--- config.mk ---
export PLATFORM = sky130hd
export DESIGN_NAME = execute_stage
export DESIGN_NICKNAME = d
export VERILOG_FILES = /design/src/hw/ooo_pkg.sv /design/src/hw/execute_stage.sv
export SDC_FILE = /design/constraint.sdc
export NUM_CORES = 2
export LEC_CHECK = 0
export BUFFER_PORTS_ARGS = -buffer_cell sky130_fd_sc_hd__buf_4
export CAP_MARGIN = 20
export CORE_MARGIN = 8
export CORE_UTILIZATION = 55
export DETAILED_ROUTE_END_ITERATION = 10
export PLACE_DENSITY = 0.73
export SETUP_SLACK_MARGIN = 0.05
export SYNTH_ARGS = -nofsm -noshare
export SYNTH_HDL_FRONTEND = slang
export SYNTH_SLANG_ARGS = --single-unit
export TNS_END_PERCENT = 1
--- constraint.sdc ---
create_clock -name clk_100mhz -period 13.2 [get_ports clk_100mhz]
set_input_delay 2.64 -clock clk_100mhz [delete_from_list [all_inputs] [get_ports clk_100mhz]]
set_output_delay 2.64 -clock clk_100mhz [all_outputs]
set_load 0.02 [all_outputs]
--- src/hw/ooo_pkg.sv ---
package ooo_pkg;

  localparam int xlen = 32;

  localparam logic [6:0] opc_op    = 7'b0110011;
  localparam logic [6:0] opc_opimm = 7'b0010011;

  typedef logic [2:0] rob_tag_t;  // fits the default 8-entry ROB

  typedef enum logic [1:0] {
    kind_nop,
    kind_alu,
    kind_mul
  } op_kind_t;

  typedef enum logic [3:0] {
    op_add,
    op_sub,
    op_and,
    op_or,
    op_xor,
    op_sll,
    op_srl,
    op_slt
  } alu_op_t;

  typedef struct packed {
    logic [6:0] funct7;
    logic [4:0] rs2;
    logic [4:0] rs1;
    logic [2:0] funct3;
    logic [4:0] rd;
    logic [6:0] opcode;
  } r_fields_t;

  typedef struct packed {
    logic [11:0] imm12;
    logic [4:0]  rs1;
    logic [2:0]  funct3;
    logic [4:0]  rd;
    logic [6:0]  opcode;
  } i_fields_t;

  // one instruction word, read as R-type or I-type
  typedef union packed {
    r_fields_t r_fields;
    i_fields_t i_fields;
  } inst_word_t;

  function automatic int tag_bits(input int size);
    return (size > 1) ? $clog2(size) : 1;
  endfunction

endpackage
--- src/hw/execute_stage.sv ---
`timescale 1ns/10ps

module execute_stage #(
  parameter int MUL_STAGES = 3,
  parameter int TAG_W      = 3
) (
  input  logic                     clk_100mhz,
  input  logic                     sys_rst,
  input  logic                     alu_valid,
  input  ooo_pkg::alu_op_t         alu_op,
  input  logic [ooo_pkg::xlen-1:0] alu_a,
  input  logic [ooo_pkg::xlen-1:0] alu_b,
  input  logic [TAG_W-1:0]         alu_tag,
  output logic                     alu_ready,
  input  logic                     mul_valid,
  input  logic [ooo_pkg::xlen-1:0] mul_a,
  input  logic [ooo_pkg::xlen-1:0] mul_b,
  input  logic [TAG_W-1:0]         mul_tag,
  output logic                     cdb_valid,
  output logic [TAG_W-1:0]         cdb_tag,
  output logic [ooo_pkg::xlen-1:0] cdb_value
);
  import ooo_pkg::*;

  logic [xlen-1:0]       alu_res;
  logic [xlen-1:0]       alu_hold;
  logic [TAG_W-1:0]      alu_hold_tag;
  logic                  alu_full;   // result waiting for the CDB
  logic                  alu_grant;
  logic [MUL_STAGES-1:0] mul_v;
  logic [xlen-1:0]       mul_p [MUL_STAGES];
  logic [TAG_W-1:0]      mul_t [MUL_STAGES];
  logic                  mul_done;

  always_comb begin
    case (alu_op)
      op_add:  alu_res = alu_a + alu_b;
      op_sub:  alu_res = alu_a - alu_b;
      op_and:  alu_res = alu_a & alu_b;
      op_or:   alu_res = alu_a | alu_b;
      op_xor:  alu_res = alu_a ^ alu_b;
      op_sll:  alu_res = alu_a << alu_b[4:0];
      op_srl:  alu_res = alu_a >> alu_b[4:0];
      op_slt:  alu_res = ($signed(alu_a) < $signed(alu_b)) ? 32'd1 : 32'd0;
      default: alu_res = '0;
    endcase
  end

  // multiplier never stalls, so it always owns the CDB first
  assign mul_done  = mul_v[MUL_STAGES-1];
  assign alu_grant = alu_full && !mul_done;
  assign alu_ready = !alu_full || alu_grant;

  always_ff @(posedge clk_100mhz) begin
    if (sys_rst) begin
      alu_full  <= 1'b0;
      mul_v     <= '0;
      cdb_valid <= 1'b0;
    end else begin
      if (alu_valid) alu_full <= 1'b1;
      else if (alu_grant) alu_full <= 1'b0;
      mul_v[0] <= mul_valid;
      for (int i = 1; i < MUL_STAGES; i++) mul_v[i] <= mul_v[i-1];
      cdb_valid <= mul_done || alu_full;
    end
  end

  always_ff @(posedge clk_100mhz) begin
    if (alu_valid) begin
      alu_hold     <= alu_res;
      alu_hold_tag <= alu_tag;
    end
    mul_p[0] <= mul_a * mul_b;  // low 32 bits of the product
    mul_t[0] <= mul_tag;
    for (int i = 1; i < MUL_STAGES; i++) begin
      mul_p[i] <= mul_p[i-1];
      mul_t[i] <= mul_t[i-1];
    end
    cdb_tag   <= mul_done ? mul_t[MUL_STAGES-1] : alu_hold_tag;
    cdb_value <= mul_done ? mul_p[MUL_STAGES-1] : alu_hold;
  end
endmodule

==> impl_metrics.json <==
{
  "n_antenna_cell": 0,
  "drt-wirelength-per-cell_um": 22.9,
  "path_delay_family": "adder cells",
  "root_buffer": "clkbuf_16",
  "final_common_cell": "inv_1",
  "synth_fa_ha_area_share_pct": 39.6,
  "first_global_vias": 24500,
  "drc": 0,
  "antenna_found_initial": 4,
  "synth_top_family_by_area": "adder cells",
  "grtUsageTotal_pct": 31.1,
  "grt.overflow.total": 0,
  "hpwl_um": 69600,
  "synthCells": 3119,
  "postCtsSetupRepairBufs": 0,
  "syn_avg_cell_area_sq_um": 8.88,
  "place_inst": 3811,
  "worst_ep_required_time_ns": 13.51,
  "cp_cell_sequence": "buf_4 > and2_1 > fa_1 > inv_1 > fa_1 > fa_1 > inv_1 > fa_1 > ha_1 > ha_1 > inv_1 > fa_1 > inv_1 > fa_1 > ha_1 > or4_1 > a311o_1 > a41o_1 > a31o_1 > and3_1 > o41a_1 > a21o_1 > a21oi_2 > xnor2_1",
  "clk_pin_slew_ns": 0.08,
  "crit_buf_inv": 5,
  "place_congestion": 1.00,
  "r2r_end": "cdb_value[17]",
  "cpMaxStageDelayCell": "or4_1",
  "numCtsBuffers": 17,
  "syn_to_final_growth_pct": 8.06,
  "grt_max_degree": 67,
  "final_hold_viol_count": 0,
  "clock_latency_ns": 0.46,
  "final_cell_mix": "inv_1 (482), fa_1 (410), nand2_1 (326)",
  "whs_ns": 0.313,
  "end_kind": "flip-flop",
  "synth_simple_gate_area_share_pct": 16.2,
  "min_to": "mul_p[0][79]",
  "finalSetupViolCount": 0,
  "ios": 179,
  "maxCapViolations": 0,
  "critPathMaxFanout": 30,
  "first_iter_violations": 1994,
  "r2r_cells": 1,
  "critPathKind": "in -> reg",
  "reg2reg_slack_ns": 11.56,
  "cts_tree": "built",
  "dieWidth_um": 240,
  "hp-class": "reg -> reg",
  "synth_compound_area_share_pct": 12.1,
  "hold_buffers": 0,
  "grt_setup_unrepaired": "false",
  "ant_nets": 0,
  "r2r-start": "mul_v[2]",
  "ys_async_sr_fraction_pct": 0,
  "grt.met2_usage_pct": 54.4,
  "ys_seq_area_share_pct": 14.3,
  "synth_nets": 3891,
  "synth_edf_count": 35,
  "slew-limit-headroom_pct": 27.9,
  "io_buffers": 178,
  "die_h_um": 240,
  "cp_common_cell": "fa_1",
  "cts.sinks": 180,
  "fin_crit_ns": 9.21,
  "vias": 22800,
  "arrival_ns": 9.52,
  "skew_ns": 0.0178,
  "start_util_pct": 55.4,
  "synth_mux_area_share_pct": 5.45,
  "ys_types": 73,
  "ys_seq_elements": 180,
  "htreeDepth": 4,
  "cp-start-kind": "primary input",
  "synth-main-ff-cell": "dfxtp_1",
  "cp_slowest_stage_delay_ns": 0.54,
  "drive_gt1_share_pct": 9.84,
  "period_share_pct": 69.8,
  "fin_tns_setup_ns": 0,
  "crit_start": "mul_b[2]",
  "clockBufferDepth": 2,
  "busiest_layer": "met2",
  "synth_xor_area_share_pct": 3.42,
  "synthesis.area_sq_um": 27700,
  "nets": 3931,
  "die_area_sq_um": 57800,
  "use_met3_pct": 4.70,
  "fmax_ghz": 0.109,
  "worst_pin_slew_ns": 1.08,
  "hold_path.startpoint": "mul_p[0][47]",
  "min_path_cells": 0,
  "dr.pass1.iters": 6,
  "vias_per_cell": 5.94,
  "routed_wl_um": 88200,
  "grt_util_met1_pct": 36.4,
  "core_sq_um": 50000,
  "rows": 82,
  "status": "finished, final reports clean",
  "drv_slew": 0,
  "final_cells": 3844,
  "grt_pass1_wl_um": 138000,
  "cts_resized": 0,
  "yosys_warnings": 0
}
## cells in the mapped netlist, types with 6 or more instances
cell	number	area share, %
or3_1	15	0.34
and2_1	308	7.0
ha_1	220	9.9
xnor2_1	88	2.8
a21oi_1	124	2.2
o31ai_1	8	0.22
o211ai_1	24	0.65
o2111ai_1	8	0.25
fa_1	410	30
buf_1	13	0.18
a21o_1	19	0.52
a311oi_1	6	0.19
clkbuf_1	149	2.0
a211o_1	14	0.44
and3_1	11	0.25
a211oi_1	36	0.98
nand3_1	21	0.38
o22ai_1	12	0.27
xor2_1	20	0.63
o21a_1	12	0.33
o21bai_1	15	0.41
mux2i_1	54	2.0
nor3_1	25	0.45
nand2_1	326	4.4
o21ai_0	119	2.2
mux4_2	22	1.8
a21boi_0	6	0.16
buf_2	11	0.20
edfxtp_1	35	3.8
nand2b_1	11	0.25
inv_1	482	6.5
nor2b_1	14	0.32
dfxtp_1	145	10
nor4_1	11	0.25
mux2_2	42	1.7
nor2_1	153	2.1
a221oi_1	29	0.92
a22oi_1	11	0.30
o311ai_0	6	0.19
a31oi_1	9	0.20
## cells by family after synthesis
family	Yosys count
AOI/OAI and AO/OA	508
xor gates and xnor gates	108
adders and majority gates	630
buffers and inverters	660
DFF	180
muxes	118
and+or+nand+nor	915
## flip-flops by register name, indices dropped and copies added, names as in the netlist, 3 cells and up
| signal | cells |
|---|---|
| alu_hold_tag | 3 |
| mul_t | 9 |
| alu_hold | 32 |
| cdb_value | 32 |
| mul_v | 3 |
| mul_p | 96 |
| cdb_tag | 3 |
## worst max-delay path by stage
stage,depth (start not counted),slack (ns),to
4_1_cts,24,4.02,mul_p[0][31]
2_1_floorplan,24,3.98,mul_p[0][31]
3_3_place_gp,24,3.64,mul_p[0][31]
3_5_place_dp,24,3.55,mul_p[0][31]
5_1_grt,24,3.75,mul_p[0][31]
6_report,24,3.99,mul_p[0][31]
## metal layers
layer,vias to the layer above,part of all wire [%]
met5,-,0.014
met4,2,6.1
met3,284,6.9
met2,1062,50
met1,11400,37
li1,10100,-
## cell type report
| cell class | count | area [sq um] |
|---|---|---|
| timing repair buffer | 197 | 1480 |
| tap | 672 | 841 |
| clock inverter | 14 | 158 |
| clock buffer | 18 | 429 |
| sequential | 180 | 3960 |
| inverter | 484 | 1820 |
| multi-input combinational | 2279 | 21200 |
| fill | 4392 | 20000 |
## per-stage QoR
step | setup slack, ns | instance area, sq um | util, %
6_report | 3.99 | 29900 | 59.9
5_1_grt | 3.75 | 29900 | 59.9
4_1_cts | 4.02 | 29900 | 59.9
3_5_place_dp | 3.55 | 29300 | 58.7
3_3_place_gp | 3.64 | 29300 | 58.7
2_1_floorplan | 3.98 | 27700 | -
Power is not shown: default switching activity piles up to over one toggle a cycle in this logic, so the estimate is an artifact.
