**src/hw/ooo_pkg.sv**
```systemverilog
package ooo_pkg;

  localparam int xlen = 32;

  localparam logic [6:0] opc_op    = 7'b0110011;
  localparam logic [6:0] opc_opimm = 7'b0010011;

  typedef logic [2:0] rob_tag_t;  // fits the default 8-entry ROB

  typedef enum logic [1:0] {
    kind_nop,
    kind_alu,
    kind_mul
  } op_kind_t;

  typedef enum logic [3:0] {
    op_add,
    op_sub,
    op_and,
    op_or,
    op_xor,
    op_sll,
    op_srl,
    op_slt
  } alu_op_t;

  typedef struct packed {
    logic [6:0] funct7;
    logic [4:0] rs2;
    logic [4:0] rs1;
    logic [2:0] funct3;
    logic [4:0] rd;
    logic [6:0] opcode;
  } r_fields_t;

  typedef struct packed {
    logic [11:0] imm12;
    logic [4:0]  rs1;
    logic [2:0]  funct3;
    logic [4:0]  rd;
    logic [6:0]  opcode;
  } i_fields_t;

  // one instruction word, read as R-type or I-type
  typedef union packed {
    r_fields_t r_fields;
    i_fields_t i_fields;
  } inst_word_t;

  function automatic int tag_bits(input int size);
    return (size > 1) ? $clog2(size) : 1;
  endfunction

endpackage
```
**src/hw/issue_if.sv**
```systemverilog


interface rob_lookup_if #(
  parameter int TAG_W = $bits(ooo_pkg::rob_tag_t)
);
  import ooo_pkg::*;

  logic [TAG_W-1:0] tag1;
  logic [TAG_W-1:0] tag2;
  logic [xlen-1:0]  value1;
  logic [xlen-1:0]  value2;
  logic             done1;
  logic             done2;

  modport req  (output tag1, tag2, input value1, value2, done1, done2);
  modport resp (input tag1, tag2, output value1, value2, done1, done2);
endinterface

```
**src/hw/reorder_buffer.sv**
```systemverilog
`timescale 1ns/10ps

module reorder_buffer #(
  parameter int ROB_SIZE = 8,
  parameter int TAG_W    = 3
) (
  input  logic                     clk_100mhz,
  input  logic                     sys_rst,
  input  logic                     alloc,
  input  logic [4:0]               alloc_rd,
  output logic [TAG_W-1:0]         alloc_tag,
  output logic                     rob_free,
  input  logic                     cdb_valid,
  input  logic [TAG_W-1:0]         cdb_tag,
  input  logic [ooo_pkg::xlen-1:0] cdb_value,
  rob_lookup_if.resp               lookup,
  output logic                     commit_valid,
  output logic [4:0]               commit_rd,
  output logic [TAG_W-1:0]         commit_tag,
  output logic [ooo_pkg::xlen-1:0] commit_value
);
  import ooo_pkg::*;

  localparam int cnt_w = $clog2(ROB_SIZE + 1);

  logic [4:0]          rd_q [ROB_SIZE];
  logic [xlen-1:0]     value_q [ROB_SIZE];
  logic [ROB_SIZE-1:0] done;
  logic [TAG_W-1:0]    head;
  logic [TAG_W-1:0]    tail;
  logic [cnt_w-1:0]    count;

  function automatic logic [TAG_W-1:0] wrap_inc(input logic [TAG_W-1:0] p);
    return (p == TAG_W'(ROB_SIZE - 1)) ? '0 : p + 1'b1;
  endfunction

  assign alloc_tag    = tail;
  assign rob_free     = (count != cnt_w'(ROB_SIZE));
  assign commit_valid = (count != '0) && done[head];  // in-order retire
  assign commit_rd    = rd_q[head];
  assign commit_tag   = head;
  assign commit_value = value_q[head];

  // operand lookup for issue
  assign lookup.value1 = value_q[lookup.tag1];
  assign lookup.done1  = done[lookup.tag1];
  assign lookup.value2 = value_q[lookup.tag2];
  assign lookup.done2  = done[lookup.tag2];

  always_ff @(posedge clk_100mhz) begin
    if (sys_rst) begin
      head  <= '0;
      tail  <= '0;
      count <= '0;
      done  <= '0;
    end else begin
      if (alloc) begin
        done[tail] <= 1'b0;
        tail       <= wrap_inc(tail);
      end
      if (cdb_valid) done[cdb_tag] <= 1'b1;
      if (commit_valid) head <= wrap_inc(head);
      count <= count + cnt_w'(alloc) - cnt_w'(commit_valid);
    end
  end

  always_ff @(posedge clk_100mhz) begin
    if (alloc) rd_q[tail] <= alloc_rd;
    if (cdb_valid) value_q[cdb_tag] <= cdb_value;
  end
endmodule

```
**src/flat_wrapper.sv**
```systemverilog
// flat-port wrapper written by rule: the top's interface ports become plain ports
module reorder_buffer_flat import ooo_pkg::*;
#(
  parameter int ROB_SIZE = 8,
  parameter int TAG_W    = 3
)
  (clk_100mhz, sys_rst, alloc, alloc_rd, alloc_tag, rob_free, cdb_valid, cdb_tag, cdb_value, commit_valid, commit_rd, commit_tag, commit_value, lookup_tag1, lookup_tag2, lookup_value1, lookup_value2, lookup_done1, lookup_done2);
  rob_lookup_if #(.TAG_W(TAG_W)) lookup_i ();
  input  logic clk_100mhz;
  input  logic sys_rst;
  input  logic alloc;
  input  logic [4:0] alloc_rd;
  output logic [TAG_W-1:0] alloc_tag;
  output logic rob_free;
  input  logic cdb_valid;
  input  logic [TAG_W-1:0] cdb_tag;
  input  logic [ooo_pkg::xlen-1:0] cdb_value;
  output logic commit_valid;
  output logic [4:0] commit_rd;
  output logic [TAG_W-1:0] commit_tag;
  output logic [ooo_pkg::xlen-1:0] commit_value;
  input wire logic [$bits(lookup_i.tag1)-1:0] lookup_tag1;
  input wire logic [$bits(lookup_i.tag2)-1:0] lookup_tag2;
  output wire logic [$bits(lookup_i.value1)-1:0] lookup_value1;
  output wire logic [$bits(lookup_i.value2)-1:0] lookup_value2;
  output wire logic [$bits(lookup_i.done1)-1:0] lookup_done1;
  output wire logic [$bits(lookup_i.done2)-1:0] lookup_done2;
  assign lookup_i.tag1 = lookup_tag1;
  assign lookup_i.tag2 = lookup_tag2;
  assign lookup_value1 = lookup_i.value1;
  assign lookup_value2 = lookup_i.value2;
  assign lookup_done1 = lookup_i.done1;
  assign lookup_done2 = lookup_i.done2;
  reorder_buffer #(.ROB_SIZE(ROB_SIZE), .TAG_W(TAG_W)) u_core (.clk_100mhz(clk_100mhz), .sys_rst(sys_rst), .alloc(alloc), .alloc_rd(alloc_rd), .alloc_tag(alloc_tag), .rob_free(rob_free), .cdb_valid(cdb_valid), .cdb_tag(cdb_tag), .cdb_value(cdb_value), .lookup(lookup_i), .commit_valid(commit_valid), .commit_rd(commit_rd), .commit_tag(commit_tag), .commit_value(commit_value));
endmodule
```
**config.mk**
```make
export PLATFORM = sky130hd
export DESIGN_NAME = reorder_buffer_flat
export DESIGN_NICKNAME = d
export VERILOG_FILES = /design/src/hw/ooo_pkg.sv /design/src/hw/issue_if.sv /design/src/hw/reorder_buffer.sv /design/src/flat_wrapper.sv
export SDC_FILE = /design/constraint.sdc
export NUM_CORES = 1
export LEC_CHECK = 0
export BUFFER_PORTS_ARGS = -buffer_cell sky130_fd_sc_hd__buf_2
export CAP_MARGIN = 15
export CORE_ASPECT_RATIO = 0.7
export CORE_MARGIN = 1.5
export CORE_UTILIZATION = 35
export CTS_CLUSTER_SIZE = 30
export DETAILED_ROUTE_END_ITERATION = 16
export SKIP_CTS_REPAIR_TIMING = 1
export SLEW_MARGIN = 10
export SYNTH_ARGS = -nofsm -noshare
export SYNTH_HDL_FRONTEND = slang
export SYNTH_SLANG_ARGS = --single-unit
```
**constraint.sdc**
```tcl
create_clock -name clk_100mhz -period 4.1 [get_ports clk_100mhz]
set_clock_uncertainty 0.05 [all_clocks]
set_input_delay 0.41 -clock clk_100mhz [delete_from_list [all_inputs] [get_ports clk_100mhz]]
set_output_delay 0.41 -clock clk_100mhz [all_outputs]
set_load 0.1 [all_outputs]
```
==> results.toml <==
[run_status]
status = "finished clean"

[clock_network]
cts_tree = "built"
cts.clk_slew.worst_paths_ns = 0.06
clockBufferDepth = 3
cts.sinks = 317
numCtsBuffers = 35
clk_latency_ns = 0.53
h-tree-depth = 2
cts-root-buf = "clkbuf_16"

[global_route]
grt_pass1_wl_mm = 60.5
overflow = 0
grt_start_max_net_pins = 47
grt_pass1_vias = 9092
globalRouteTotalUtil_pct = 17.5
antenna_found_initial = 6

[logic_synthesis]
yosys_register_bits = 317
ys_warn_count = 0
post_synth.cell_area_avg_um2 = 20.5
ys.flop_type = "edfxtp_1"
synthArstFlopShare_pct = 0
synth_top_cell_by_area = "edfxtp_1"
netlist_area_mm2 = 0.0161
synthCells = 788
synthTopCellsByCount = "edfxtp_1, mux4_2, mux2_2"
synth_area_leaders = "edfxtp_1, mux4_2, mux2_2"
syn-num-nets = 848
synth-edff-count = 296
synth_top_cell_area_share_pct = 55.1
yosysMostFrequentCell = "edfxtp_1"
ys_seq_area_share_pct = 57.7
synth_cell_types = 34

[timing]
rsz0062_at_grt = "false"
min_period_ns = 3.12
slew_violations = 0
hold_violations = 0
setup_viol = 0
tns_ns = 0
slew_headroom_pct = 48.0
tightest_slew_ns = 0.778
fmax_mhz = 320
min_period_over_period_pct = 76.1

[power_and_ir_drop]
p_leak_nw = 6.18
power_density_mw_per_mm2 = 463
ir_drop_mv = 0.247

[route]
routed_via_density = 5.52
drt-initial-drc-count = 730
routed_wl_mm = 40.7
wl_per_cell_um = 25.8
drt_first_pass_iters = 7
via_count = 8703
drc = 0
antenna_left = 0

[cells_and_area]
nNetsFinal = 1008
antenna_cells = 0
syn2layout_area_growth_pct = 17.1
finalNonFillerCells = 1577
n_fill_cell = 3980
layout-drive-gt1-share_pct = 57.7

[place]
post-place-cells = 1514
gp_congestion = 0.733
place_hpwl_mm = 25.3
port_buffers = 160

[setup_path]
critPathRequiredTime_ns = 3.64
cp-start-kind = "flip-flop"
critical_path_class = "flip-flop to output port"
arrival_ns = 2.66
critPathCaptureType = "output port"
crit_fanout = 19

[run]
maxCapViolations = 0

[floorplan]
start_util_pct = 35.6
rows = 65
fp.coreArea_mm2 = 0.0453
die_w_um = 260
io_pins = 161
die_h_um = 183
dieArea_mm2 = 0.0474

[worst_hold_path]
hp-class = "input port to flip-flop"
==> registers in the layout, summed over array words and instances, names as in the netlist, named ones only <==
| signal | flops |
|---|---|
| u_core.done | 8 |
| u_core.count | 4 |
| u_core.commit_tag | 3 |
| u_core.rd_q | 40 |
| u_core.alloc_tag | 3 |
| u_core.value_q | 256 |
==> layer usage <==
metal  up-vias  wire, um  global-route usage (%)
met5         -        62                       0
met1      4659     18300                    24.6
met2       240     19600                    28.4
met4        10       580                    3.09
met3        57      2170                    3.56
li1       3737         -                       -
==> area by class of cell <==
type	count	area (um^2)	share of cell area (%)
clock buffers	41	920	4.87
clock inverters	22	300	1.59
inverters	8	30.0	0.159
multi-input cells	405	6520	34.5
flip-flops and latches	317	9320	49.3
well taps	603	754	4.00
repair buffers	181	1040	5.53
==> worst paths after layout <==
check | cells past startpoint | start | slack [ns] | endpoint
min reg2reg | 2 | u_core.done[7]$_SDFF_PP0_ | 0.48 | u_core.done[7]$_SDFF_PP0_
max reg2reg | 8 | u_core.commit_tag[0]$_SDFFE_PP0P_ | 1.61 | u_core.count[2]$_SDFF_PP0_
max | 4 | flip-flop | 0.98 | commit_value[5]
min | 1 | cdb_value[21] | 0.11 | u_core.value_q[2][21]$_DFFE_PP_
==> layout by cell type (no fill, tap or decap), drive strengths merged, types with 7 or more instances in the layout <==
cell / n
ha: 9
clkbuf: 41
mux2: 107
mux4: 207
nor2: 29
clkinv: 13
dfxtp: 21
nand2b: 8
nand2: 8
edfxtp: 296
buf: 181
inv: 9
bufinv: 7
==> critical path: stages, from the launching register on <==
cell and delay [ns]:
dfxtp_4 0.49, buf_4 0.43, mux4_2 0.56, mux2_2 0.32, buf_2 0.30
==> metrics by stage <==
step	hold WS (ns)	worst slack (ns)	cell area, um^2	utilization [%]	total power [mW]
6_report	0.107	0.979	18900	41.7	8.74
3_5_place_dp	0.473	1.23	17700	39.0	5.52
5_1_grt	0.0963	0.821	18900	41.7	9.05
3_3_place_gp	0.459	1.24	17700	39.0	5.50
2_1_floorplan	0.420	0.486	16100	-	5.17
4_1_cts	0.0809	0.906	18900	41.7	8.85
==> where the power goes <==
group          switching [mW]  leakage, nW  internal, mW
combinational            1.21         2.72         0.491
sequential             0.0739         2.86          3.66
clock                    1.26        0.596          2.06
total                    2.54         6.18          6.20
==> cell families (layout without fill, tap and decap cells) <==
kind of cell,count (synthesis),count (layout),share of synthesized area (%)
muxes,318,318,36.6
DFF,317,317,57.7
buffers and inverters,66,252,2.18
and+or+nand+nor,59,59,1.84
AOI/OAI and AO/OA,15,15,0.667
adders and majority gates,10,10,0.822
xor gates and xnor gates,3,3,0.163
Note: power is estimated with default switching activity, not from simulation.
