===== config.mk =====
export PLATFORM = sky130hd
export DESIGN_NAME = reservation_station_flat
export DESIGN_NICKNAME = d
export VERILOG_FILES = /design/src/hw/ooo_pkg.sv /design/src/hw/issue_if.sv /design/src/hw/reservation_station.sv /design/src/flat_wrapper.sv
export SDC_FILE = /design/constraint.sdc
export NUM_CORES = 1
export LEC_CHECK = 0
export BUFFER_PORTS_ARGS = -buffer_cell sky130_fd_sc_hd__buf_2
export CAP_MARGIN = 20
export CORE_MARGIN = 4
export CORE_UTILIZATION = 27
export CTS_CLUSTER_DIAMETER = 200
export DETAILED_ROUTE_END_ITERATION = 16
export PLACE_DENSITY = 0.44
export SLEW_MARGIN = 20
export SYNTH_ARGS = -nofsm -noshare
export SYNTH_HDL_FRONTEND = slang
export SYNTH_SLANG_ARGS = --single-unit

===== constraint.sdc =====
create_clock -name clk_100mhz -period 3.6 [get_ports clk_100mhz]
set_input_delay 0.18 -clock clk_100mhz [delete_from_list [all_inputs] [get_ports clk_100mhz]]
set_output_delay 0.18 -clock clk_100mhz [all_outputs]
set_load 0.005 [all_outputs]

===== src/hw/ooo_pkg.sv =====
package ooo_pkg;

  localparam int xlen = 32;

  localparam logic [6:0] opc_op    = 7'b0110011;
  localparam logic [6:0] opc_opimm = 7'b0010011;

  typedef logic [2:0] rob_tag_t;  // fits the default 8-entry ROB

  typedef enum logic [1:0] {
    kind_nop,
    kind_alu,
    kind_mul
  } op_kind_t;

  typedef enum logic [3:0] {
    op_add,
    op_sub,
    op_and,
    op_or,
    op_xor,
    op_sll,
    op_srl,
    op_slt
  } alu_op_t;

  typedef struct packed {
    logic [6:0] funct7;
    logic [4:0] rs2;
    logic [4:0] rs1;
    logic [2:0] funct3;
    logic [4:0] rd;
    logic [6:0] opcode;
  } r_fields_t;

  typedef struct packed {
    logic [11:0] imm12;
    logic [4:0]  rs1;
    logic [2:0]  funct3;
    logic [4:0]  rd;
    logic [6:0]  opcode;
  } i_fields_t;

  // one instruction word, read as R-type or I-type
  typedef union packed {
    r_fields_t r_fields;
    i_fields_t i_fields;
  } inst_word_t;

  function automatic int tag_bits(input int size);
    return (size > 1) ? $clog2(size) : 1;
  endfunction

endpackage

===== src/hw/issue_if.sv =====
`timescale 1ns/10ps

interface issue_if #(
  parameter int TAG_W = $bits(ooo_pkg::rob_tag_t)
);
  import ooo_pkg::*;

  logic             valid;
  alu_op_t          op;
  logic [xlen-1:0]  vi;
  logic [xlen-1:0]  vj;
  logic [TAG_W-1:0] qi;
  logic [TAG_W-1:0] qj;
  logic             ri;      // vi present
  logic             rj;      // vj present
  logic [TAG_W-1:0] rob_ix;

  modport src  (output valid, op, vi, vj, qi, qj, ri, rj, rob_ix);
  modport sink (input valid, op, vi, vj, qi, qj, ri, rj, rob_ix);
endinterface



===== src/hw/reservation_station.sv =====
`timescale 1ns/10ps

module reservation_station #(
  parameter int RS_SLOTS = 2,
  parameter int TAG_W    = 3
) (
  input  logic                     clk_100mhz,
  input  logic                     sys_rst,
  issue_if.sink                    issue,
  output logic                     rs_free,
  input  logic                     cdb_valid,
  input  logic [TAG_W-1:0]         cdb_tag,
  input  logic [ooo_pkg::xlen-1:0] cdb_value,
  input  logic                     unit_ready,
  output logic                     disp_valid,
  output ooo_pkg::alu_op_t         disp_op,
  output logic [ooo_pkg::xlen-1:0] disp_a,
  output logic [ooo_pkg::xlen-1:0] disp_b,
  output logic [TAG_W-1:0]         disp_tag
);
  import ooo_pkg::*;

  localparam int ix_w = (RS_SLOTS > 1) ? $clog2(RS_SLOTS) : 1;

  logic [RS_SLOTS-1:0] busy;
  logic [RS_SLOTS-1:0] ri;
  logic [RS_SLOTS-1:0] rj;
  logic [RS_SLOTS-1:0] hit_i;
  logic [RS_SLOTS-1:0] hit_j;
  alu_op_t             op [RS_SLOTS];
  logic [xlen-1:0]     vi [RS_SLOTS];
  logic [xlen-1:0]     vj [RS_SLOTS];
  logic [TAG_W-1:0]    qi [RS_SLOTS];
  logic [TAG_W-1:0]    qj [RS_SLOTS];
  logic [TAG_W-1:0]    tag [RS_SLOTS];
  logic [ix_w-1:0]     age [RS_SLOTS];  // count of younger entries
  logic [ix_w-1:0]     sel;
  logic [ix_w-1:0]     free_ix;
  logic                found;
  logic                cap_i;
  logic                cap_j;

  always_comb begin
    found   = 1'b0;
    sel     = '0;
    free_ix = '0;
    rs_free = 1'b0;
    for (int i = 0; i < RS_SLOTS; i++) begin
      hit_i[i] = cdb_valid && (cdb_tag == qi[i]);
      hit_j[i] = cdb_valid && (cdb_tag == qj[i]);
      if (!busy[i] && !rs_free) begin
        rs_free = 1'b1;
        free_ix = ix_w'(i);
      end
      // ready now, counting a CDB value arriving this cycle
      if (busy[i] && (ri[i] || hit_i[i]) && (rj[i] || hit_j[i])
          && (!found || age[i] > age[sel])) begin
        found = 1'b1;
        sel   = ix_w'(i);
      end
    end
  end

  assign disp_valid = found && unit_ready;
  assign disp_op    = op[sel];
  assign disp_a     = ri[sel] ? vi[sel] : cdb_value;
  assign disp_b     = rj[sel] ? vj[sel] : cdb_value;
  assign disp_tag   = tag[sel];

  assign cap_i = !issue.ri && cdb_valid && (cdb_tag == issue.qi);  // result on CDB at issue
  assign cap_j = !issue.rj && cdb_valid && (cdb_tag == issue.qj);

  always_ff @(posedge clk_100mhz) begin
    if (sys_rst) begin
      busy <= '0;
    end else begin
      for (int i = 0; i < RS_SLOTS; i++) begin
        if (issue.valid && free_ix == ix_w'(i)) busy[i] <= 1'b1;
        else if (disp_valid && sel == ix_w'(i)) busy[i] <= 1'b0;
      end
    end
  end

  always_ff @(posedge clk_100mhz) begin
    for (int i = 0; i < RS_SLOTS; i++) begin
      if (issue.valid && free_ix == ix_w'(i)) begin
        op[i]  <= issue.op;
        vi[i]  <= cap_i ? cdb_value : issue.vi;
        vj[i]  <= cap_j ? cdb_value : issue.vj;
        qi[i]  <= issue.qi;
        qj[i]  <= issue.qj;
        ri[i]  <= issue.ri || cap_i;
        rj[i]  <= issue.rj || cap_j;
        tag[i] <= issue.rob_ix;
        age[i] <= '0;
      end else if (busy[i]) begin
        if (hit_i[i] && !ri[i]) begin
          vi[i] <= cdb_value;
          ri[i] <= 1'b1;
        end
        if (hit_j[i] && !rj[i]) begin
          vj[i] <= cdb_value;
          rj[i] <= 1'b1;
        end
        age[i] <= age[i] + ix_w'(issue.valid) - ix_w'(disp_valid && age[sel] < age[i]);
      end
    end
  end
endmodule


===== src/flat_wrapper.sv =====
// flat-port wrapper written by rule: the top's interface ports become plain ports
module reservation_station_flat import ooo_pkg::*;
#(
  parameter int RS_SLOTS = 2,
  parameter int TAG_W    = 3
)
  (clk_100mhz, sys_rst, rs_free, cdb_valid, cdb_tag, cdb_value, unit_ready, disp_valid, disp_op, disp_a, disp_b, disp_tag, issue_valid, issue_op, issue_vi, issue_vj, issue_qi, issue_qj, issue_ri, issue_rj, issue_rob_ix);
  issue_if #(.TAG_W(TAG_W)) issue_i ();
  input  logic clk_100mhz;
  input  logic sys_rst;
  output logic rs_free;
  input  logic cdb_valid;
  input  logic [TAG_W-1:0] cdb_tag;
  input  logic [ooo_pkg::xlen-1:0] cdb_value;
  input  logic unit_ready;
  output logic disp_valid;
  output ooo_pkg::alu_op_t disp_op;
  output logic [ooo_pkg::xlen-1:0] disp_a;
  output logic [ooo_pkg::xlen-1:0] disp_b;
  output logic [TAG_W-1:0] disp_tag;
  input wire logic [$bits(issue_i.valid)-1:0] issue_valid;
  input wire logic [$bits(issue_i.op)-1:0] issue_op;
  input wire logic [$bits(issue_i.vi)-1:0] issue_vi;
  input wire logic [$bits(issue_i.vj)-1:0] issue_vj;
  input wire logic [$bits(issue_i.qi)-1:0] issue_qi;
  input wire logic [$bits(issue_i.qj)-1:0] issue_qj;
  input wire logic [$bits(issue_i.ri)-1:0] issue_ri;
  input wire logic [$bits(issue_i.rj)-1:0] issue_rj;
  input wire logic [$bits(issue_i.rob_ix)-1:0] issue_rob_ix;
  assign issue_i.valid = issue_valid;
  assign issue_i.op = issue_op;
  assign issue_i.vi = issue_vi;
  assign issue_i.vj = issue_vj;
  assign issue_i.qi = issue_qi;
  assign issue_i.qj = issue_qj;
  assign issue_i.ri = issue_ri;
  assign issue_i.rj = issue_rj;
  assign issue_i.rob_ix = issue_rob_ix;
  reservation_station #(.RS_SLOTS(RS_SLOTS), .TAG_W(TAG_W)) u_core (.clk_100mhz(clk_100mhz), .sys_rst(sys_rst), .issue(issue_i), .rs_free(rs_free), .cdb_valid(cdb_valid), .cdb_tag(cdb_tag), .cdb_value(cdb_value), .unit_ready(unit_ready), .disp_valid(disp_valid), .disp_op(disp_op), .disp_a(disp_a), .disp_b(disp_b), .disp_tag(disp_tag));
endmodule

==> summary.md <==
| Metric | Value |
|---|---|
| Outcome | `complete, no violations` |
| Slew margin rel. | `0.3076` |
| Clock Latency Late Sink | `0.43 ns` |
| Share of cells above drive strength 1 | `0.4419` |
| 1st-iter DRT viols | `between 300 and 400` |
| Worst-Margin Slew | `around 1.0 ns` |
| Gate power share | `0.147` |
| Post-synthesis adder-cell area fraction | `0` |
| Maximum VDD drop | `0.0002529 V` |
| H-tree depth | `4` |
| Synth Cell Area | `0.008334 mm2` |
| Post-Synthesis Cells | `564` |
| Starting Density | `0.2732` |
| Post-route DRC | `0` |
| Internal power | `around 3600 uW` |
| CTS tree | `done` |
| Netlist cell types | `41` |
| Vias in the first global route | `around 6500` |
| Uppermost layer routed | `met5` |
| First-pass GRT wire length | `slightly below 40000 um` |
| Tcrit/Tclk final | `0.9079` |
| CP startpoint kind | `register` |
| Initial antenna violation count | `7` |
| TNS Setup | `0 ns` |
| Leak Pwr | `0.003698 uW` |
| CP max FO | `18` |
| Std-Cell Rows | `64` |
| Vias per cell | `~5` |
| Switching Share | `0.2581` |
| Clock skew | `around 0.012 ns` |
| Hold Crit Class | `in -> reg` |
| WL met1 | `roughly 11000 um` |
| Worst EP required | `3.42 ns` |
| Clock slew at reported path FFs | `around 0.08 ns` |
| Drt wl/cell | `around 23 um` |
| Max_cap viols | `0` |
| Router iterations before antenna repair | `5` |
| Xor/xnor cell area share of the yosys netlist | `0.01892` |
| Worst setup path class | `reg -> out` |
| Worst hold margin | `~0.042 ns` |
| Vias | `~6000` |
| Clock Tree Buf Depth | `2` |
| Syn Area/Cell | `between 10 and 15 um2` |
| Crit end category | `primary output` |
| P&R area growth vs syn | `26.57%` |
| Synth top area cells | `edfxtp_1 (58%), mux2_2 (12%), mux2_1 (6.5%)` |
| Clk sinks | `approximately 160` |
| RSZ-0062 raised after global routing | `no` |
| Io pins | `about 190` |
| PortBufs | `around 190` |
| Total gr overflow | `0` |
| Crit path cell chain | `xor2_1, o41ai_4, a311o_2, o21ai_4, buf_12, o21a_1, buf_2` |
| Synth Register Bits | `between 150 and 200` |
| DRT Wirelength | `between 20000 and 30000 um` |
| Post-DP HPWL | `about 18000 um` |
| Multi-input logic area | `0.003347 mm2` |
| Die area | `roughly 0.034 mm2` |
| Simple-gate share of the synthesized area | `0.05600` |
| Area leader, netlist | `edfxtp_1` |
| Largest net degree at the start of global routing | `41` |
| Switching pwr | `about 1200 uW` |
| GRT Util Overall | `0.1564` |
| CP top delay family | `compound AO/OA/AOI/OAI gates` |
| Tmin final | `roughly 3.3 ns` |
| Setup violators final | `0` |
| Complex-gate fraction of the synthesized area | `0.1332` |
| Final Hold Vio Count | `0` |
| CP Buf/Inv Count | `2` |
| CTS buffer count | `17` |
| CP arrival | `just over 3 ns` |
| Die width | `roughly 180 um` |
| Final GP Congestion | `0.7451` |
| Wire length on met2 | `around 13000 um` |
| Die extent in y | `between 150 and 200 um` |
| Register area | `0.004845 mm2` |
| Core area | `0.03051 mm2` |
| Synth warn | `0` |
| Count of pins over their slew limit | `0` |
| Power density over cell area | `about 460 mW/mm2` |
| Post-cts resize count | `0` |
| Max frequency | `between 300 and 400 MHz` |
| Nets@finish | `880` |
| Routed wl met3 | `around 1600 um` |
| Sequential fraction of design power | `0.467` |
| CTS Root Cell | `clkbuf_16` |
| DRT antenna net count | `0` |
| Post-CTS Setup Inserts | `0` |
| Seq/Total Area, Yosys | `0.5813` |
| Largest family of logic cells by synthesized area | `multiplexers` |
| Post-synthesis mux area share | `0.1848` |
| Fill cells | `between 2000 and 3000` |
| Syn nets | `683` |
| Top cell type's share of synthesized area | `0.5765` |
| Max incr delay on CP | `slightly above 0.6 ns` |
| Clk network pwr share | `0.387` |
| Slowest CP cell | `a311o_2` |
[synth_stat cells (all sizes together)]
cell type and number:
a31oi 3, o21a 32, nand2 26, inv 9
xor2 8, a211oi 1, a311o 1, dfxtp 2
edfxtp 160, a21oi 3, o31ai 1, o41ai 2
a41o 1, nor3b 3, o41a 1, o211ai 1
and2 1, nor2b 1, o221a 32, o32a 32
or2 2, nand3b 32, xnor2 10, nand4 3
nor3 1, nand3 2, nor4 2, mux2 135
clkbuf 16, buf 26, nand2b 3, a41oi 1
nor2 1, a311oi 1, o21ai 5, mux2i 2
or3 2
[path summary, 6_finish.rpt]
path	start	end	slack, ns	cells after the start
worst max-delay path	u_core.qi[0][2]	disp_b[24]	0.33	7
worst min-delay path	issue_vi[22]	u_core.vi[1][22]	0.04	2
worst max register to register	u_core.qj[0][3]	u_core.vj[1][5]	0.94	6
worst min register to register	u_core.busy[0]	u_core.busy[0]	0.63	2
[cells by family (layout without fill, tap and decap cells)]
| family | count (synthesis) | in the layout |
|---|---|---|
| DFF | 162 | 162 |
| and+or+nand+nor | 79 | 79 |
| other | 0 | 4 |
| AOI/OAI and AO/OA | 117 | 117 |
| buffers and inverters | 51 | 261 |
| muxes | 137 | 137 |
| xor gates and xnor gates | 18 | 18 |
[registers in the layout, indices dropped and copies added (netlist names)]
register and cells:
u_core.qj 6, u_core.vj 64, u_core.busy 2, u_core.rj 2
u_core.age 2, u_core.vi 64, u_core.op 8, u_core.qi 6
u_core.tag 6, u_core.ri 2
[layout make-up]
| cell class | count | area share |
|---|---|---|
| timing repair buffer | 220 | 0.1158 |
| multi-input combinational | 351 | 0.3173 |
| sequential | 162 | 0.4593 |
| clock buffer | 17 | 0.04033 |
| antenna | 4 | 0.0009489 |
| inverter | 9 | 0.003202 |
| clock inverter | 15 | 0.01625 |
| tap | 396 | 0.04697 |
[cells in the final DEF (no fill, tap or decap), types with 2 or more instances in the layout]
cell	synthesis	layout
or2_2	2	2
nand3b_1	32	32
o32a_1	32	32
o21a_1	32	32
buf_2	19	191
clkinv_4	0	5
xnor2_1	10	10
nand2b_1	3	2
mux2_2	87	87
nand2_2	0	6
buf_4	0	14
xor2_1	8	8
inv_6	0	6
clkinv_1	0	2
edfxtp_1	160	160
clkbuf_16	0	17
nor3b_1	3	3
nand4_1	3	3
o21ai_4	0	3
a31oi_1	3	3
nand3_1	2	2
nand2_1	26	20
a21oi_1	3	3
or3_1	2	2
inv_1	8	7
diode_2	0	4
nor4_1	2	2
mux2_1	48	48
dlygate4sd3_1	0	14
o21ai_1	5	2
bufinv_16	0	2
dfxtp_1	2	2
o221a_1	32	32
[metal layers]
layer / vias to the layer above / track usage
met4: 6 / 0.04732
li1: 2688 / -
met5: - / 0
met2: 191 / 0.2739
met3: 30 / 0.04135
met1: 3068 / 0.1889
[stage by stage]
step	setup WS, ns	std cells	utilization	instance area (um2)	power [uW]
6_report	0.3317	1174	0.3458	10550	4837
5_1_grt	0.1557	1172	0.3456	10540	5037
4_1_cts	0.2780	1170	0.3454	10540	4900
3_5_place_dp	0.7393	1124	0.3213	9802	3007
3_3_place_gp	0.7900	1124	0.3213	9802	2992
2_1_floorplan	1.303	564	-	8334	2660
[power groups by stage]
| stage | registers (uW) | logic (uW) | clock network (uW) |
|---|---|---|---|
| final | 2260 | 709 | 1870 |
| after CTS | 2260 | 724 | 1920 |
| after detailed placement | 2300 | 708 | 0 |
| after floorplan | 2280 | 378 | 0 |
| after global placement | 2300 | 696 | 0 |
| after global routing | 2270 | 773 | 2000 |
[repair_timing]
action / 4_1_cts / 5_1_grt
hold endpoints to repair: 28 / 0
endpoints found under the setup margin: 0 / 0
hold buffers: 14 / 0
Note: power is estimated with default switching activity, not from simulation.
