[src/hw/ooo_pkg.sv]
package ooo_pkg;

  localparam int xlen = 32;

  localparam logic [6:0] opc_op    = 7'b0110011;
  localparam logic [6:0] opc_opimm = 7'b0010011;

  typedef logic [2:0] rob_tag_t;  // fits the default 8-entry ROB

  typedef enum logic [1:0] {
    kind_nop,
    kind_alu,
    kind_mul
  } op_kind_t;

  typedef enum logic [3:0] {
    op_add,
    op_sub,
    op_and,
    op_or,
    op_xor,
    op_sll,
    op_srl,
    op_slt
  } alu_op_t;

  typedef struct packed {
    logic [6:0] funct7;
    logic [4:0] rs2;
    logic [4:0] rs1;
    logic [2:0] funct3;
    logic [4:0] rd;
    logic [6:0] opcode;
  } r_fields_t;

  typedef struct packed {
    logic [11:0] imm12;
    logic [4:0]  rs1;
    logic [2:0]  funct3;
    logic [4:0]  rd;
    logic [6:0]  opcode;
  } i_fields_t;

  // one instruction word, read as R-type or I-type
  typedef union packed {
    r_fields_t r_fields;
    i_fields_t i_fields;
  } inst_word_t;

  function automatic int tag_bits(input int size);
    return (size > 1) ? $clog2(size) : 1;
  endfunction

endpackage
[src/hw/inst_queue.sv]
`timescale 1ns/10ps

module inst_queue #(
  parameter int IQ_DEPTH = 4
) (
  input  logic                clk_100mhz,
  input  logic                sys_rst,
  input  logic                push,
  input  ooo_pkg::inst_word_t push_word,
  input  logic                pop,
  output ooo_pkg::inst_word_t head,
  output logic                head_valid,
  output logic                full
);
  import ooo_pkg::*;

  localparam int ptr_w = (IQ_DEPTH > 1) ? $clog2(IQ_DEPTH) : 1;
  localparam int cnt_w = $clog2(IQ_DEPTH + 1);

  inst_word_t       mem [IQ_DEPTH];
  logic [ptr_w-1:0] rd_ptr;
  logic [ptr_w-1:0] wr_ptr;
  logic [cnt_w-1:0] count;
  logic             do_push;
  logic             do_pop;

  assign full       = (count == cnt_w'(IQ_DEPTH));
  assign head_valid = (count != '0);
  assign head       = mem[rd_ptr];
  assign do_push    = push && !full;  // full word is held upstream
  assign do_pop     = pop && head_valid;

  always_ff @(posedge clk_100mhz) begin
    if (do_push) mem[wr_ptr] <= push_word;
  end

  always_ff @(posedge clk_100mhz) begin
    if (sys_rst) begin
      rd_ptr <= '0;
      wr_ptr <= '0;
      count  <= '0;
    end else begin
      if (do_push) wr_ptr <= (wr_ptr == ptr_w'(IQ_DEPTH - 1)) ? '0 : wr_ptr + 1'b1;
      if (do_pop) rd_ptr <= (rd_ptr == ptr_w'(IQ_DEPTH - 1)) ? '0 : rd_ptr + 1'b1;
      count <= count + cnt_w'(do_push) - cnt_w'(do_pop);
    end
  end
endmodule

[config.mk]
export PLATFORM = sky130hd
export DESIGN_NAME = inst_queue
export DESIGN_NICKNAME = d
export VERILOG_FILES = /design/src/hw/ooo_pkg.sv /design/src/hw/inst_queue.sv
export SDC_FILE = /design/constraint.sdc
export NUM_CORES = 1
export LEC_CHECK = 0
export ABC_AREA = 1
export BUFFER_PORTS_ARGS = -buffer_cell sky130_fd_sc_hd__buf_4
export CORE_MARGIN = 3
export CORE_UTILIZATION = 57
export DETAILED_ROUTE_END_ITERATION = 12
export PLACE_DENSITY_LB_ADDON = 0.1
export SYNTH_ARGS = -nofsm -noshare
export SYNTH_HDL_FRONTEND = slang
export SYNTH_SLANG_ARGS = --single-unit
[constraint.sdc]
create_clock -name clk_100mhz -period 3.5 [get_ports clk_100mhz]
set_input_delay 0.7 -clock clk_100mhz [delete_from_list [all_inputs] [get_ports clk_100mhz]]
set_output_delay 0.7 -clock clk_100mhz [all_outputs]
set_load 0.05 [all_outputs]
==> results of run 1 <==
[logic make-up after synthesis]
| group | after synthesis | share of synthesized area |
|---|---|---|
| AO/OA/AOI/OAI | 102 | 0.1048 |
| adder cells (fa/ha/maj) | 8 | 0.02040 |
| buffers and inverters | 37 | 0.04412 |
| flip-flops | 137 | 0.7628 |
| AND/OR/NAND/NOR | 93 | 0.06784 |
[cells in the final DEF, fill, tap and decap left out]
cell type / count
edfxtp_1: 128
clkinvlp_4: 4
ha_1: 7
inv_8: 1
dfxtp_1: 8
buf_4: 72
o22ai_1: 32
inv_2: 1
fa_1: 1
clkbuf_16: 16
clkbuf_8: 1
nor2_1: 72
bufinv_16: 4
nor2_4: 4
a21boi_0: 1
clkinv_1: 1
nand2_1: 11
a21oi_1: 5
buf_12: 1
o21ai_1: 28
clkinv_2: 2
o21ai_0: 36
dfxtp_2: 1
or2_2: 1
inv_1: 16
clkinv_4: 1
nand3_1: 5
inv_6: 3
[sequential cells by signal, summed over array words and instances (netlist names), named ones only]
name and cells:
wr_ptr 2, mem 128, rd_ptr 2, count 3
[power groups by stage]
stage	Sequential [mW]	Clock (mW)	Combinational [mW]
2_1_floorplan	2.10	0	1.54
3_3_place_gp	2.15	0	2.03
3_5_place_dp	2.16	0	2.05
4_1_cts	2.13	1.85	2.06
5_1_grt	2.15	1.92	2.18
6_report	2.13	1.82	2.04
[how the worst max path moves through the flow]
| stage | start | slack (ps) | cells past startpoint | to |
|---|---|---|---|---|
| 2_1_floorplan | push | 910 | 2 | mem[0][0] |
| 5_1_grt | flop | 420 | 4 | head[31] |
| 3_3_place_gp | flop | 1130 | 4 | head[23] |
| 4_1_cts | flop | 550 | 4 | head[19] |
| 6_report | flop | 590 | 4 | head[19] |
| 3_5_place_dp | flop | 1100 | 4 | head[23] |
[cell type report]
class / count / area [um^2] / area share
sequential: 137 / 4025 / 0.6233
multi-input combinational: 203 / 1049 / 0.1624
timing repair buffer: 73 / 560.5 / 0.08680
clock buffer: 17 / 414.1 / 0.06413
clock inverter: 15 / 198.9 / 0.03081
tap: 108 / 135.1 / 0.02093
inverter: 18 / 75.07 / 0.01163
[metrics by stage]
| stage | power [mW] | instance area (um^2) | cells |
|---|---|---|---|
| after detailed placement | 4.210 | 5844 | 539 |
| after floorplan | 3.639 | 5275 | 377 |
| after CTS | 6.040 | 6457 | 571 |
| final | 5.998 | 6457 | 571 |
| after global routing | 6.253 | 6457 | 571 |
| after global placement | 4.184 | 5844 | 539 |
[metal layers]
metal,track usage,vias up,wire [um]
met1,0.2786,1598,4394
met5,0,-,0
met3,0.05597,7,606
li1,-,1539,-
met4,0.06054,0,67
met2,0.3373,118,5207
==> impl_metrics.yaml, run 1 <==
run_status:
  status: "complete, no violations"
die:
  die_w_um: 102.2
  pin_count: 70
  start_util: 0.5962
  coreArea_um2: 8848
  die-area_um2: 10440
  die_h_um: 102.2
  num_rows: 34
worst_setup_path:
  r2r-end: "count[2]"
  crit_chain: "inv_2 > o21ai_1 > o22ai_1 > buf_4"
  cp.required_ps: 2800
  r2r-start: "count[1]"
  critical_path_class: "reg2out"
  end_kind: "primary output"
  arrival_ps: 2210
  critical_path_buf_inv_count: 2
  critPathSlowestCell: "inv_2"
  cp_slowest_stage_delay_ps: 540
  crit_path_max_fanout: 32
  critPathLaunchType: "flop"
  reg2regPathDepth: 10
  reg2reg_slack_ps: 1250
  cp_top_family: "buffers and inverters"
finish:
  syn_to_final_growth_pct: 22.41
  fillers: 582
  fin_util: 0.7298
  layout.nets: 494
  antenna_cells: 0
  drive_gt1_frac: 0.2419
logic_synthesis:
  yosysWarnings: 0
  synth_enable_flop_cells: 128
  syn_area_um2: 5275
  synth_most_common_cell: "edfxtp_1"
  ys_ff_latch: 137
  synth_area_leader_cell: "edfxtp_1"
  ys_async_sr_fraction: 0
  yosys.area.top_type_share: 0.7287
  synthTopCellsByArea: "edfxtp_1, nor2_1, o22ai_1, dfxtp_1, o21ai_0"
  syn-num-nets: 421
  synth-main-ff-cell: "edfxtp_1"
  synth_cells: 377
  yosysUniqueCellTypes: 20
  syn_avg_cell_area_um2: 13.99
  yosys-top-cells-count: "edfxtp_1, nor2_1, o21ai_0, o22ai_1, o21ai_1"
  ys_seq_area_frac: 0.7628
cts:
  cts_tree: "built"
  cts_max_level: 4
  cts_buffer_depth: 2
  root_buffer: "clkbuf_8"
  ctsResizeCount: 0
  clk_pin_slew_ps: 60
  clock-sinks: 137
  holdBufCountCts: 0
  clk_latency_ps: 510
  post_cts_buffers: 0
  cts_buffers: 17
timing:
  tightest_slew_ps: 1067
  hold_viol_final: 0
  rsz0062_at_grt: "no"
  fin_ws_ps: 590.5
  timing.fmax_mhz: 343.7
  min_period_ps: 2909
  slew_viol_final: 0
  fin_skew_ps: 9.832
  period_share: 0.8313
  max_slew_margin: 0.2872
  hold_slack_ps: 362.4
  finalSetupTns_ps: 0
  setup_violations: 0
global_route:
  overflow: 0
  gr-usage-all-layers: 0.2074
  grt_pass1_wl_um: 16130
  first_global_vias: 3172
  antenna_found_initial: 0
  grt_max_degree: 65
worst_hold_path:
  holdPathStages: 2
  holdPathEnd: "count[1]"
  hold_class: "in2reg"
  min_from: "sys_rst"
power_and_ir_drop:
  vdd_ir_drop_max_uv: 641.9
  comb_power_share: 0.341
  p_switching_mw: 2.256
  p_int_mw: 3.743
  swShare: 0.3761
  p_per_area_nw_per_um2: 928.9
  p_seq_frac: 0.355
  pwr-share-clk: 0.304
  power_leakage_nw: 2.356
place:
  dp_hpwl_um: 5790
  gp_congestion: 0.7858
  io_buffers: 69
  place_ws_ps: 1104
route:
  wirelength_um: 10280
  wl_per_cell_um: 17.99
  drtIter0Drc: 222
  dr_total_vias: 3262
  via_per_inst: 5.713
  detailedRoute.firstPassIterationCount: 5
  ant_nets: 0
  drcViolationCount: 0
flow_run:
  maxCapViolCount: 0
Note: power is estimated with default switching activity, not from simulation.
==> inputs of run 2 (changes only) <==
--- a/config.mk
+++ b/config.mk
@@ -8,7 +8,7 @@
 export ABC_AREA = 1
 export BUFFER_PORTS_ARGS = -buffer_cell sky130_fd_sc_hd__buf_4
 export CORE_MARGIN = 3
-export CORE_UTILIZATION = 57
+export CORE_UTILIZATION = 51
 export DETAILED_ROUTE_END_ITERATION = 12
 export PLACE_DENSITY_LB_ADDON = 0.1
 export SYNTH_ARGS = -nofsm -noshare
==> constraint.sdc (replaced) <==
create_clock -name clk_100mhz -period 2.35 [get_ports clk_100mhz]
set_input_delay 0.47 -clock clk_100mhz [delete_from_list [all_inputs] [get_ports clk_100mhz]]
set_output_delay 0.47 -clock clk_100mhz [all_outputs]
set_load 0.05 [all_outputs]
==> run 2 against run 1 <==
Net effect:
- first-iteration DRC count fell by 14%
- register-to-register slack got worse by 850 ps
- non-clock buffer count rose by 10
- sequential share of layout area fell by 1.1 points
- via count fell by 2.9%
- clock skew fell by 5.8 ps
- die area rose by 11%
- critical endpoint is now head[1]
- largest cell class unchanged
==> impl_metrics.yaml, run 2 (synthesized netlist as in run 1, its figures left out) <==
die:
  start_util: 0.5323
  die_h_um: 107.7
  die_w_um: 107.7
  pin_count: 70
  die-area_um2: 11600
  coreArea_um2: 9910
  num_rows: 36
finish:
  layout.nets: 504
  final_cell_mix: "edfxtp_1, buf_4, nor2_1"
  instances_no_fill: 606
  multi_input_area_um2: 1055
  antenna_cells: 0
  largest_reg_flops: 128
  regMostFlops: "mem"
  syn_to_final_growth_pct: 24.76
  layout_commonest_cell: "edfxtp_1"
  reg_top3: "mem x128, count x3"
  fillers: 717
  drive_gt1_frac: 0.2558
  layout.area.seq_um2: 4031
route:
  via_per_inst: 5.229
  drtIter0Drc: 192
  ant_nets: 0
  wirelength_um: 9974
  detailedRoute.firstPassIterationCount: 4
  drcViolationCount: 0
  dr_total_vias: 3169
  wl_per_cell_um: 16.46
place:
  dp_cells: 573
  gp_congestion: 0.7371
  dp_hpwl_um: 5869
  io_buffers: 69
cts:
  clk_latency_ps: 500
  clk_pin_slew_ps: 60
  cts_buffers: 17
  clock-sinks: 137
  holdBufCountCts: 0
  cts_max_level: 4
  cts_buffer_depth: 2
  root_buffer: "clkbuf_8"
  cts_tree: "built"
worst_setup_path:
  critPathLaunchType: "flop"
  critPathSlowestCell: "dfxtp_4"
  endpoint: "head[1]"
  crit_chain: "buf_6 > o21ai_0 > o22ai_1 > buf_4"
  critical_path_buf_inv_count: 2
  cp_top_family: "flip-flops"
  reg2regPathDepth: 10
  arrival_ps: 1800
  cp.depth: 4
  r2r-start: "count[1]"
  crit_path_max_fanout: 17
  reg2reg_slack_ps: 400
  end_kind: "primary output"
  cp.required_ps: 1880
  cp_slowest_stage_delay_ps: 480
  r2r-end: "count[2]"
  critical_path_class: "reg2out"
global_route:
  grt_max_degree: 65
  grt_pass1_wl_um: 15940
  gr-usage-all-layers: 0.1867
  antenna_found_initial: 0
  first_global_vias: 3092
  overflow: 0
timing:
  timing.fmax_mhz: 440.8
  fin_skew_ps: 4.057
  hold_slack_ps: 132.2
  setup_violations: 0
  hold_viol_final: 0
  period_share: 0.9654
  tightest_slew_ps: 303.4
  min_period_ps: 2269
  rsz0062_at_grt: "no"
  slew_viol_final: 0
  max_slew_margin: 0.7977
worst_hold_path:
  hold_class: "in2reg"
power_and_ir_drop:
  p_per_area_nw_per_um2: 1344
  power_leakage_nw: 2.402
  vdd_ir_drop_max_uv: 695.9
flow_run:
  maxCapViolCount: 0
run_status:
  status: "complete, no violations"
[run 2: cell count changes in the layout (fill, tap and decap cells not counted), sizes merged]
cell and delta:
clkinv +4, buf +10, inv -3, bufinv -1
[run 2: where the power goes]
| group | internal, mW | total [mW] | switching, mW |
|---|---|---|---|
| sequential | 3.00 | 3.14 | 0.134 |
| clock | 1.59 | 2.53 | 0.942 |
| combinational | 0.935 | 3.18 | 2.24 |
[run 2: final cells by class]
type                            count  area share
Sequential cell                   137      0.6125
Multi-Input combinational cell    203      0.1603
Timing Repair Buffer               83      0.1027
Clock buffer                       17     0.06293
Tap cell                          133     0.02529
Clock inverter                     15     0.02414
Inverter                           18     0.01217
[run 2: worst min-delay path by stage]
stage	from	to	depth (start not counted)
finish	sys_rst	count[0]	2
global route	sys_rst	count[0]	2
CTS	sys_rst	count[0]	2
detailed placement	wr_ptr[0]	wr_ptr[0]	2
global placement	rd_ptr[1]	rd_ptr[1]	2
floorplan	rd_ptr[1]	flop	2
[run 2: worst register-to-register path: stages, from the launching register on]
cell     delay (ps)
dfxtp_1         400
nor2_1          100
nand2_1         170
nand2_1         100
ha_1            300
inv_1            60
ha_1            130
inv_1            50
fa_1            370
a21oi_1         130
nor2_1           50
[run 2: routing by layer]
layer	up-vias	wire, um	track usage
met1	1525	4381	0.2440
met3	10	480	0.05219
met2	74	4958	0.2940
met4	0	153	0.08025
met5	-	0	0
li1	1560	-	-
[run 2: per-stage QoR]
stage	instance area, um^2	total power, mW	setup TNS, ps	setup WS (ps)	util
floorplan	5275	5.420	-19300	-150.8	-
global placement	5968	6.308	0	438.0	0.6023
detailed placement	5968	6.350	0	380.1	0.6023
CTS	6550	8.902	-15.13	-15.13	0.6610
global route	6581	9.284	0	2.502	0.6641
finish	6581	8.848	0	81.36	0.6641
[run 2: repair_timing]
| action | CTS | global route |
|---|---|---|
| pin swaps | 0 | 0 |
| setup endpoints to repair | 21 | 17 |
| buffers inserted | 0 | 1 |
| resized for setup | 3 | 6 |
==> inputs of run 3 (changes only) <==
--- a/config.mk
+++ b/config.mk
@@ -6,10 +6,10 @@
 export NUM_CORES = 1
 export LEC_CHECK = 0
 export ABC_AREA = 1
-export BUFFER_PORTS_ARGS = -buffer_cell sky130_fd_sc_hd__buf_4
 export CORE_MARGIN = 3
-export CORE_UTILIZATION = 51
+export CORE_UTILIZATION = 56
 export DETAILED_ROUTE_END_ITERATION = 12
+export DONT_BUFFER_PORTS = 1
 export PLACE_DENSITY_LB_ADDON = 0.1
 export SYNTH_ARGS = -nofsm -noshare
 export SYNTH_HDL_FRONTEND = slang
==> run 3 against run 2 <==
Net effect:
- non-clock buffer count shrank 34
- maximum frequency shrank 0.92%
- register-to-register slack gained 20 ps
- wire length grew 3.7%
- critical endpoint is now head[18]
- sequential power is essentially flat
- via count shrank 0.60%
- largest power group is now sequential cells
- largest cell class unchanged
- clock power grew 8%
- core utilization grew 4.1 points
- die area shrank 8.4%
- setup slack lost 21 ps
- clock skew grew 0.77 ps
==> impl_metrics.yaml, run 3 (synthesized netlist as in run 1, its figures left out) <==
power_and_ir_drop:
  vdd_ir_drop_max_uv: 740.2
  p_per_area_nw_per_um2: 1415
  p_total_mw: 8.914
  power_leakage_nw: 2.249
global_route:
  busiest_layer: "met2"
  use_met1: 0.2519
  grt_util_met2: 0.3498
  grt_pass1_wl_um: 15990
  met3_usage: 0.06766
  antenna_found_initial: 0
  gr-usage-all-layers: 0.2098
  overflow: 0
  grt_max_degree: 65
  first_global_vias: 3153
finish:
  drive_gt1_frac: 0.1936
  layout.nets: 470
  largest_reg_flops: 128
  reg_top3: "mem x128, count x3"
  final_area_um2: 6301
  instances_no_fill: 547
  syn_to_final_growth_pct: 19.45
  layout_commonest_cell: "edfxtp_1"
  antenna_cells: 0
  regMostFlops: "mem"
  final_cell_mix: "edfxtp_1, nor2_1, buf_4"
timing:
  slew_viol_final: 0
  fin_skew_ps: 4.831
  setup_violations: 0
  rsz0062_at_grt: "yes"
  max_slew_margin: 0.6078
  hold_viol_final: 0
  fin_ws_ps: 60.32
  period_share: 0.9743
  timing.fmax_mhz: 436.7
  hold_slack_ps: 54.61
  tightest_slew_ps: 586.8
  min_period_ps: 2290
place:
  place_ws_ps: 447.5
  dp_hpwl_um: 5944
  io_buffers: 0
  dp_cells: 513
  gp_congestion: 0.7421
  placed_cell_area_um2: 5662
route:
  drcViolationCount: 0
  detailedRoute.firstPassIterationCount: 4
  wl_per_cell_um: 18.90
  via_per_inst: 5.759
  drtIter0Drc: 195
  dr_total_vias: 3150
  ant_nets: 0
  wirelength_um: 10340
worst_setup_path:
  end_kind: "primary output"
  crit_path_max_fanout: 64
  cp.required_ps: 1880
  critPathLaunchType: "flop"
  arrival_ps: 1820
  critical_path_class: "reg2out"
cts:
  clk_pin_slew_ps: 60
  cts_buffers: 17
  clock-sinks: 137
  cts_max_level: 4
  cts_tree: "built"
  clk_latency_ps: 510
  root_buffer: "clkbuf_8"
  cts_buffer_depth: 2
die:
  die-area_um2: 10620
  die_w_um: 103.1
  pin_count: 70
  coreArea_um2: 8934
  num_rows: 34
  start_util: 0.5905
  die_h_um: 103.1
flow_run:
  maxCapViolCount: 0
worst_hold_path:
  hold_class: "in2reg"
run_status:
  status: "complete, no violations"
run 3: changes by cell type in the layout (fill, tap and decap cells not counted), moves of 2 or more:
cell / change
buf_4: -32
buf_6: -2
clkinv_1: -3
clkinv_2: -3
clkinv_4: +4
dlygate4sd3_1: +2
run 3: timing repair:
| action | in CTS | in global routing |
|---|---|---|
| hold endpoints to repair | 1 | 1 |
| pin swaps | 0 | 0 |
| buffers inserted | 0 | 0 |
| endpoints found under the setup margin | 1 | 7 |
| gates resized for setup | 1 | 0 |
| hold buffers | 1 | 1 |
run 3: per-layer routing:
layer	part of all wire	wire length, um	vias up
li1	-	-	1486
met1	0.41	4240	1543
met2	0.51	5308	104
met3	0.061	631	17
met4	0.015	159	0
met5	0	0	-
run 3: critical path: stages (launching register included):
cell and delay, ps:
dfxtp_4 410, inv_8 260, nor2_1 80, o22ai_1 240, buf_4 240
run 3: power by group:
| group | internal (mW) | switching, mW |
|---|---|---|
| Combinational | 0.854 | 2.22 |
| Sequential | 3.00 | 0.120 |
| Clock | 1.73 | 0.989 |
run 3: area by class of cell:
class	count	area, um^2
well taps	108	135.1
clock inverters	14	198.9
fillers	601	2633
flip-flops and latches	137	4028
inverters	18	75.07
repair buffers	49	397.9
clock buffers	18	417.9
multi-input cells	203	1049
run 3: through the flow:
step | TNS [ps] | utilization
5_1_grt | -137.1 | 0.7053
3_3_place_gp | 0 | 0.6338
4_1_cts | 0 | 0.7042
2_1_floorplan | -19300 | -
6_report | 0 | 0.7053
3_5_place_dp | 0 | 0.6338
run 3: final timing paths:
check        slack, ps     startpoint         end  cells past startpoint
max                 60           flop    head[18]                      4
min                 50  push_word[25]  mem[3][25]                      0
max reg2reg        420       count[1]    count[2]                     10
min reg2reg        550      wr_ptr[1]   wr_ptr[1]                      2
